File: src/source/spi_cfg_pkg.sv
`default_nettype none

package spi_cfg_pkg;

  // word and register address widths
  localparam int DATA_W_DEF = 8;   // bits per spi word
  localparam int ADDR_W_DEF = 4;   // 16 registers

  // The structs below are sized by the defaults above, so any top level that
  // instantiates the slave must keep DATA_W == DATA_W_DEF and
  // ADDR_W == ADDR_W_DEF.

  // register write event, one clk strobe with address and data
  typedef struct packed {
    logic                  valid;  // write strobe
    logic [ADDR_W_DEF-1:0] addr;   // target register
    logic [DATA_W_DEF-1:0] data;   // value written
  } reg_wr_t;

  // front end report towards the command controller
  typedef struct packed {
    logic                  word_done;    // full word shifted in
    logic                  frame_start;  // ss went low
    logic                  frame_end;    // ss went high
    logic [DATA_W_DEF-1:0] rx_word;      // last bits from mosi, msb first
  } fe_word_t;

endpackage

`default_nettype wire

File: src/source/spi_cmd_pkg.sv
`default_nettype none

package spi_cmd_pkg;

  import spi_cfg_pkg::*;

  // opcode in the top two bits of the command word
  typedef enum logic [1:0] {
    OP_NOP   = 2'b00,  // data slots idle, read as zero
    OP_WRITE = 2'b01,  // data words go to registers
    OP_READ  = 2'b10,  // data slots return registers
    OP_RSVD  = 2'b11   // handled as nop
  } spi_op_e;

  // command controller states
  typedef enum logic [1:0] {
    ST_IDLE  = 2'b00,  // ss high
    ST_CMD   = 2'b01,  // first word of frame pending
    ST_DATA  = 2'b10,  // read or write burst
    ST_DRAIN = 2'b11   // rest of frame ignored
  } cmd_state_e;

  // bits between opcode and start address carry nothing
  localparam int CMD_PAD_W = DATA_W_DEF - ADDR_W_DEF - 2;

  // command word as it arrives on mosi
  typedef struct packed {
    spi_op_e               op;    // msb pair
    logic [CMD_PAD_W-1:0]  pad;   // don't care
    logic [ADDR_W_DEF-1:0] addr;  // burst start address
  } cmd_word_t;

endpackage

`default_nettype wire

File: src/source/spi_cmd_ctrl.sv
`default_nettype none

module spi_cmd_ctrl
  import spi_cfg_pkg::*;
  import spi_cmd_pkg::*;
#(
  parameter int DATA_W = DATA_W_DEF,
  parameter int ADDR_W = ADDR_W_DEF
) (
  input  wire logic              clk,
  input  wire logic              rst,
  input  wire fe_word_t          fe,       // from front end
  input  wire logic [DATA_W-1:0] rd_data,  // bank read port
  output logic [DATA_W-1:0]      tx_word,  // next word for miso
  output logic [ADDR_W-1:0]      rd_addr,
  output reg_wr_t                wr        // write event
);

  cmd_state_e        state;
  spi_op_e           op_q;       // opcode of current frame
  cmd_word_t         cmd;        // rx word seen as command
  logic [ADDR_W-1:0] addr_q;     // burst address counter
  logic [DATA_W-1:0] wr_cnt;     // completed writes, wraps
  logic              ld_tx;      // refresh tx_word next clk
  logic              wr_vld;
  logic [ADDR_W-1:0] wr_addr_q;
  logic [DATA_W-1:0] wr_data_q;
  logic              cmd_done;   // command word complete
  logic              data_done;  // data word complete
  logic              is_write;
  logic              burst_op;   // opcode that needs data phase

  assign cmd       = fe.rx_word;
  assign cmd_done  = fe.word_done & (state == ST_CMD);
  assign data_done = fe.word_done & (state == ST_DATA);
  assign is_write  = (op_q == OP_WRITE);

  // nop and reserved opcodes skip to drain
  always_comb begin
    case (cmd.op)
      OP_WRITE, OP_READ: burst_op = 1'b1;
      OP_NOP, OP_RSVD:   burst_op = 1'b0;
      default:           burst_op = 1'b0;
    endcase
  end

  always_ff @(posedge clk or posedge rst) begin
    if (rst) begin
      state  <= ST_IDLE;
      op_q   <= OP_NOP;
      addr_q <= '0;
      wr_cnt <= '0;
      ld_tx  <= 1'b0;
      wr_vld <= 1'b0;
    end else begin
      ld_tx  <= 1'b0;  // one clk pulses
      wr_vld <= 1'b0;
      if (fe.frame_end) begin
        state <= ST_IDLE;  // partial word dropped here
      end else if (fe.frame_start) begin
        state <= ST_CMD;
      end else if (cmd_done) begin
        op_q   <= cmd.op;
        addr_q <= cmd.addr;
        ld_tx  <= 1'b1;  // first read word or zero
        state  <= burst_op ? ST_DATA : ST_DRAIN;
      end else if (data_done) begin
        wr_vld <= is_write;
        if (is_write) wr_cnt <= wr_cnt + 1'b1;  // same clk as strobe
        addr_q <= addr_q + 1'b1;                // wraps at 2**ADDR_W
        ld_tx  <= 1'b1;
      end
    end
  end

  // write payload taken with the strobe
  always_ff @(posedge clk) begin
    if (data_done) begin
      wr_addr_q <= addr_q;
      wr_data_q <= fe.rx_word;
    end
  end

  // transmit word, status first then burst data
  always_ff @(posedge clk) begin
    if (fe.frame_start) tx_word <= wr_cnt;                               // status word
    else if (ld_tx) tx_word <= (op_q == OP_READ) ? rd_data : '0;  // read data or idle
  end

  assign rd_addr = addr_q;  // combinational bank lookup
  assign wr      = '{valid: wr_vld, addr: wr_addr_q, data: wr_data_q};

endmodule

`default_nettype wire

File: src/source/spi_fe.sv
`default_nettype none

module spi_fe
  import spi_cfg_pkg::*;
#(
  parameter int DATA_W = DATA_W_DEF
) (
  input  wire logic              clk,
  input  wire logic              rst,
  input  wire logic              sclk,     // serial clock from master
  input  wire logic              ss,       // active low slave select
  input  wire logic              mosi,
  input  wire logic [DATA_W-1:0] tx_word,  // word to shift out
  output logic                   miso,
  output fe_word_t               fe        // strobes and received word
);

  localparam int CNT_W = $clog2(DATA_W);
  localparam logic [DATA_W-1:0] TX_MSB = {1'b1, {(DATA_W-1){1'b0}}};  // one-hot msb

  logic [2:0]        sclk_hist;   // sclk sampler with [2] oldest
  logic [2:0]        ss_hist;     // ss sampler
  logic [2:0]        mosi_hist;   // mosi sampler read at [2]
  logic              sclk_rise;
  logic              sclk_fall;
  logic              ss_fall;
  logic              ss_rise;
  logic              ss_act;      // frame in progress
  logic [CNT_W-1:0]  bit_cnt;     // bits of current word so far
  logic [DATA_W-1:0] rx_sr;       // mosi shift register
  logic [DATA_W-1:0] tx_ptr;      // one-hot bit select on tx_word
  logic              tx_hold;     // first rising edge of a word keeps msb
  logic              done_q;
  logic              start_q;
  logic              end_q;

  assign sclk_rise = ~sclk_hist[2] & sclk_hist[1];  // rising edge seen
  assign sclk_fall = sclk_hist[2] & ~sclk_hist[1];  // falling edge seen
  assign ss_fall   = ss_hist[2] & ~ss_hist[1];
  assign ss_rise   = ~ss_hist[2] & ss_hist[1];
  assign ss_act    = ~ss_hist[1];                   // aligned with sclk_hist[1]

  always_ff @(posedge clk or posedge rst) begin
    if (rst) begin
      sclk_hist <= 3'b000;  // sclk idles low
      ss_hist   <= 3'b111;  // deselected
    end else begin
      sclk_hist <= {sclk_hist[1:0], sclk};
      ss_hist   <= {ss_hist[1:0], ss};
    end
  end

  // mosi_hist[2] was taken with sclk_hist[2], the last high sample
  always_ff @(posedge clk) begin
    mosi_hist <= {mosi_hist[1:0], mosi};
    if (ss_act && sclk_fall) rx_sr <= {rx_sr[DATA_W-2:0], mosi_hist[2]};  // msb first
  end

  always_ff @(posedge clk or posedge rst) begin
    if (rst) begin
      bit_cnt <= '0;
      done_q  <= 1'b0;
      start_q <= 1'b0;
      end_q   <= 1'b0;
    end else begin
      done_q  <= ss_act & sclk_fall & (bit_cnt == CNT_W'(DATA_W - 1));  // last bit in
      start_q <= ss_fall;
      end_q   <= ss_rise;
      if (ss_fall) bit_cnt <= '0;                                       // new frame
      else if (ss_act && sclk_fall) begin
        if (bit_cnt == CNT_W'(DATA_W - 1)) bit_cnt <= '0;               // word boundary
        else bit_cnt <= bit_cnt + 1'b1;
      end
    end
  end

  // word boundary load wins over pointer shift
  always_ff @(posedge clk or posedge rst) begin
    if (rst) begin
      tx_ptr  <= '0;  // keeps miso low
      tx_hold <= 1'b0;
    end else if (start_q || done_q) begin
      tx_ptr  <= TX_MSB;
      tx_hold <= 1'b1;
    end else if (ss_act && sclk_rise) begin
      if (tx_hold) tx_hold <= 1'b0;  // msb already on the pin
      else tx_ptr <= tx_ptr >> 1;
    end
  end

  assign miso = |(tx_ptr & tx_word);  // selected bit

  assign fe = '{word_done: done_q, frame_start: start_q, frame_end: end_q, rx_word: rx_sr};

endmodule

`default_nettype wire

File: src/source/spi_reg_bank.sv
`default_nettype none

module spi_reg_bank
  import spi_cfg_pkg::*;
#(
  parameter int DATA_W = DATA_W_DEF,
  parameter int ADDR_W = ADDR_W_DEF
) (
  input  wire logic              clk,
  input  wire logic              rst,
  input  wire reg_wr_t           wr,       // write event from controller
  input  wire logic [ADDR_W-1:0] rd_addr,
  output logic [DATA_W-1:0]      rd_data
);

  localparam int NUM_REGS = 2 ** ADDR_W;  // full address space

  logic [DATA_W-1:0] regs [NUM_REGS];     // control registers

  // write lands on the edge that samples valid
  always_ff @(posedge clk or posedge rst) begin
    if (rst) begin
      for (int i = 0; i < NUM_REGS; i++) begin
        regs[i] <= '0;  // registers start cleared
      end
    end else if (wr.valid) begin
      regs[wr.addr] <= wr.data;
    end
  end

  assign rd_data = regs[rd_addr];  // async read

endmodule

`default_nettype wire

File: src/source/spi_slave_top.sv
`default_nettype none

module spi_slave_top
  import spi_cfg_pkg::*;
#(
  parameter int DATA_W = DATA_W_DEF,  // keep equal to package default
  parameter int ADDR_W = ADDR_W_DEF   // keep equal to package default
) (
  input  wire logic clk,
  input  wire logic rst,
  input  wire logic sclk,
  input  wire logic ss,
  input  wire logic mosi,
  output logic      miso,
  output reg_wr_t   wr_evt   // register write strobe with addr and data
);

  fe_word_t          fe_w;     // front end strobes and rx word
  logic [DATA_W-1:0] tx_word;  // controller to shifter
  logic [ADDR_W-1:0] rd_addr;
  logic [DATA_W-1:0] rd_data;

  spi_fe #(
    .DATA_W (DATA_W)
  ) u_fe (
    .clk     (clk),
    .rst     (rst),
    .sclk    (sclk),
    .ss      (ss),
    .mosi    (mosi),
    .tx_word (tx_word),
    .miso    (miso),
    .fe      (fe_w)
  );

  spi_cmd_ctrl #(
    .DATA_W (DATA_W),
    .ADDR_W (ADDR_W)
  ) u_ctrl (
    .clk     (clk),
    .rst     (rst),
    .fe      (fe_w),
    .rd_data (rd_data),
    .tx_word (tx_word),
    .rd_addr (rd_addr),
    .wr      (wr_evt)    // also feeds the bank
  );

  spi_reg_bank #(
    .DATA_W (DATA_W),
    .ADDR_W (ADDR_W)
  ) u_bank (
    .clk     (clk),
    .rst     (rst),
    .wr      (wr_evt),
    .rd_addr (rd_addr),
    .rd_data (rd_data)
  );

endmodule

`default_nettype wire

File: config.mk
export PLATFORM = sky130hd
export DESIGN_NAME = spi_slave_top
export DESIGN_NICKNAME = d
export VERILOG_FILES = /design/src/source/spi_cfg_pkg.sv /design/src/source/spi_cmd_pkg.sv /design/src/source/spi_cmd_ctrl.sv /design/src/source/spi_fe.sv /design/src/source/spi_reg_bank.sv /design/src/source/spi_slave_top.sv
export SDC_FILE = /design/constraint.sdc
export NUM_CORES = 1
export LEC_CHECK = 0
export ABC_CLOCK_PERIOD_IN_PS = 5400
export BUFFER_PORTS_ARGS = -buffer_cell sky130_fd_sc_hd__buf_2
export CAP_MARGIN = 15
export CORE_MARGIN = 1
export CORE_UTILIZATION = 43
export DETAILED_ROUTE_END_ITERATION = 10
export PLACE_DENSITY = 0.71
export SLEW_MARGIN = 30
export SYNTH_ARGS = -nofsm -noshare
export SYNTH_HDL_FRONTEND = slang
export SYNTH_SLANG_ARGS = --single-unit
export TNS_END_PERCENT = 10
File: constraint.sdc
create_clock -name clk -period 5.4 [get_ports clk]
set_input_delay 0.54 -clock clk [delete_from_list [all_inputs] [get_ports clk]]
set_output_delay 0.54 -clock clk [all_outputs]
set_load 0.005 [all_outputs]
==> results.sh <==
export IMPL_grt_max_degree=128
export IMPL_critPathLaunchType="flip-flop"
export IMPL_required_ns=5.56
export IMPL_synth_async_reset_ratio_pct=84.34
export IMPL_synthTopCellsByArea="dfrtp_1, mux2_2, edfxtp_1"
export IMPL_synthCells=550
export IMPL_power_leakage_nw=4.285
export IMPL_rsz0062_at_grt="no"
export IMPL_cts_hold_fix_buffers=0
export IMPL_portBuffers=18
export IMPL_h_tree_depth=4
export IMPL_yosysWarningCount=0
export IMPL_post_cts_buffers=0
export IMPL_outcome="finished, final reports clean"
export IMPL_dieArea_um2=20380
export IMPL_firstDrtPassIters=4
export IMPL_die_width_um=142.8
export IMPL_drc=0
export IMPL_synth_seq_cells=198
export IMPL_vias=4807
export IMPL_path_clk_slew_ns=0.07
export IMPL_grt_overflow=0
export IMPL_finalSetupViolations=0
export IMPL_wire_per_inst_um=21.91
export IMPL_synth_common_cells="dfrtp_1, mux2_2, edfxtp_1, nand2_1, mux4_2"
export IMPL_groute_layer_met3_usage_pct=4.863
export IMPL_placed_cell_area_um2=8840
export IMPL_ys_flop_type="dfrtp_1"
export IMPL_grt_use_total_pct=19.65
export IMPL_grt_met1_usage_pct=27.51
export IMPL_endpoint_kind="flip-flop"
export IMPL_ir_drop_uv=154.8
export IMPL_pre_cts_slack_ns=2.874
export IMPL_max_clock_freq_mhz=388.5
export IMPL_path_class="reg -> reg"
export IMPL_nets=571
export IMPL_synth_cell_types=43
export IMPL_dpl_hpwl_mm=11.84
export IMPL_cts_resized=0
export IMPL_setup_ws_ns=2.826
export IMPL_cts_root_buf="clkbuf_16"
export IMPL_antenna_left=0
export IMPL_synth_top_area_cell="dfrtp_1"
export IMPL_final_setup_skew_ns=0.009810
export IMPL_fillers=1623
export IMPL_finalCritPeriodShare_pct=47.67
export IMPL_areaGrowthSynthToFinish_pct=10.05
export IMPL_finalHoldViolCount=0
export IMPL_die_y_um=142.8
export IMPL_grt_util_met2_pct=29.13
export IMPL_avgViaCountPerCell=5.723
export IMPL_diodes=0
export IMPL_busiest_layer="met2"
export IMPL_syn_area_per_cell_um2=15.49
export IMPL_numCtsBuffers=17
export IMPL_hold_class="in -> reg"
export IMPL_wirelength_mm=18.41
export IMPL_clk_latency_ns=0.44
export IMPL_yosysSeqAreaShare_pct=59.67
export IMPL_syn_num_nets=559
export IMPL_synth_most_common_cell="dfrtp_1"
export IMPL_io_pins=19
export IMPL_grt_pass1_wl_mm=29.01
export IMPL_clockBufferDepth=2
export IMPL_fin_crit_ns=2.574
export IMPL_netlist_area_um2=8519
export IMPL_cp_max_fo=14
export IMPL_rows=51
export IMPL_gp_congestion=0.8813
export IMPL_pwr_density_cell_nw_per_um2=292.0
export IMPL_slew_viol_final=0
export IMPL_max_slew_margin_rel_pct=33.44
export IMPL_synth_top_area_share_pct=48.17
export IMPL_initial_utilization_pct=43.77
export IMPL_cap_violations=0
export IMPL_antenna_found_initial=0
export IMPL_drive_gt1_share_pct=38.78
export IMPL_drtIter0Drc=402
export IMPL_core_um2=19460
export IMPL_cts_sinks=198
export IMPL_tritoncts="built"
export IMPL_worst_pin_slew_ns=0.9948
export IMPL_cp_arrival_ns=2.74
export IMPL_design_area_um2=9375
export IMPL_fin_setup_tns_ns=0
export IMPL_grt_pass1_vias=4988
export IMPL_synth_edf_count=28
## logic make-up after synthesis
group | after synthesis | synth area share [%]
flip-flops | 198 | 59.67
AND/OR/NAND/NOR | 82 | 5.184
AO/OA/AOI/OAI | 43 | 3.070
XOR/XNOR | 9 | 0.9253
buffers and inverters | 33 | 1.939
multiplexers | 181 | 28.62
adder cells (fa/ha/maj) | 4 | 0.5875
## area by class of cell
class	instances	area (um2)	share of cell area, %
Clock buffer	23	457.9	4.885
Clock inverter	9	68.82	0.7340
Inverter	4	22.52	0.2402
Multi-Input combinational cell	319	3291	35.10
Sequential cell	198	5084	54.22
Tap cell	265	331.6	3.537
Timing Repair Buffer	22	120.1	1.281
## worst max-delay path: stages (launching register included)
cell	delay, ns
dfrtp_1	0.89
mux4_2	0.59
mux2_2	0.28
a22oi_1	0.36
o21ai_0	0.16
## report_power, final
| part | total [mW] | internal, mW | switching [mW] |
|---|---|---|---|
| registers | 1.53 | 1.52 | 0.00911 |
| clock network | 1.17 | 0.608 | 0.560 |
| logic | 0.0420 | 0.00833 | 0.0337 |
| total | 2.74 | 2.14 | 0.603 |
## sequential cells by signal (all words and copies together) (netlist names)
register	flops
u_bank.regs	128
u_ctrl.ld_tx	1
u_ctrl.op_q	2
u_ctrl.rd_addr	4
u_ctrl.state	2
u_ctrl.tx_word	8
u_ctrl.wr_addr_q	4
u_ctrl.wr_cnt	8
u_ctrl.wr_data_q	8
u_ctrl.wr_vld	1
u_fe.bit_cnt	3
u_fe.done_q	1
u_fe.end_q	1
u_fe.mosi_hist	3
u_fe.rx_sr	8
u_fe.sclk_hist	3
u_fe.ss_hist	3
u_fe.start_q	1
u_fe.tx_hold	1
u_fe.tx_ptr	8
## layout by cell type (no fill, tap or decap), drive strengths merged, types with 2 or more instances in the layout
cell type	Yosys	layout
nand3b	7	7
a2bb2oi	2	2
nand3	5	5
nand2b	3	3
a21o	2	2
mux4	32	32
inv	4	10
clkbuf	17	23
and2	3	3
nand2	25	25
ha	4	4
dfrtp	164	164
dfxtp	3	3
xor2	3	3
o21ai	14	14
nor3b	2	2
or2	3	3
clkinvlp	0	2
mux2i	10	10
or3	3	3
a22oi	12	12
dfstp	3	3
nand4	4	4
nor2	16	16
nor4b	2	2
a21oi	11	11
and3	4	4
edfxtp	28	28
xnor2	6	6
buf	12	22
mux2	139	139
## metrics by stage
stage | hold WS, ns | utilization (%) | std cells | total power, mW
4_1_cts | 0.1850 | 48.13 | 840 | 2.754
3_3_place_gp | 0.3130 | 45.41 | 808 | 1.597
2_1_floorplan | 0.3096 | - | 550 | 1.585
5_1_grt | 0.1902 | 48.17 | 840 | 2.817
6_report | 0.1958 | 48.17 | 840 | 2.738
3_5_place_dp | 0.3175 | 45.42 | 808 | 1.601
## final timing paths
path	startpoint	to	slack [ns]	depth (start not counted)
max	u_ctrl.rd_addr[0]$_DFFE_PP0P_	u_ctrl.tx_word[1]$_DFFE_PP_	2.83	4
max reg2reg	u_ctrl.rd_addr[0]$_DFFE_PP0P_	u_ctrl.tx_word[1]$_DFFE_PP_	2.83	4
min	ss	u_fe.ss_hist[0]$_DFF_PP1_	0.20	1
min in group asynchronous	rst	u_bank.regs[99]$_DFFE_PP0P_	0.27	2
max in group asynchronous	rst	u_bank.regs[83]$_DFFE_PP0P_	4.06	3
min reg2reg	u_fe.mosi_hist[0]$_DFF_P_	u_fe.mosi_hist[1]$_DFF_P_	0.33	0
## metal layers
| metal | share of wire (%) | routed length [um] |
|---|---|---|
| met5 | 0 | 0 |
| met4 | 2.7 | 504 |
| met3 | 5.8 | 1061 |
| met2 | 46 | 8467 |
| met1 | 45 | 8373 |
(Power assumes the default switching activity.)
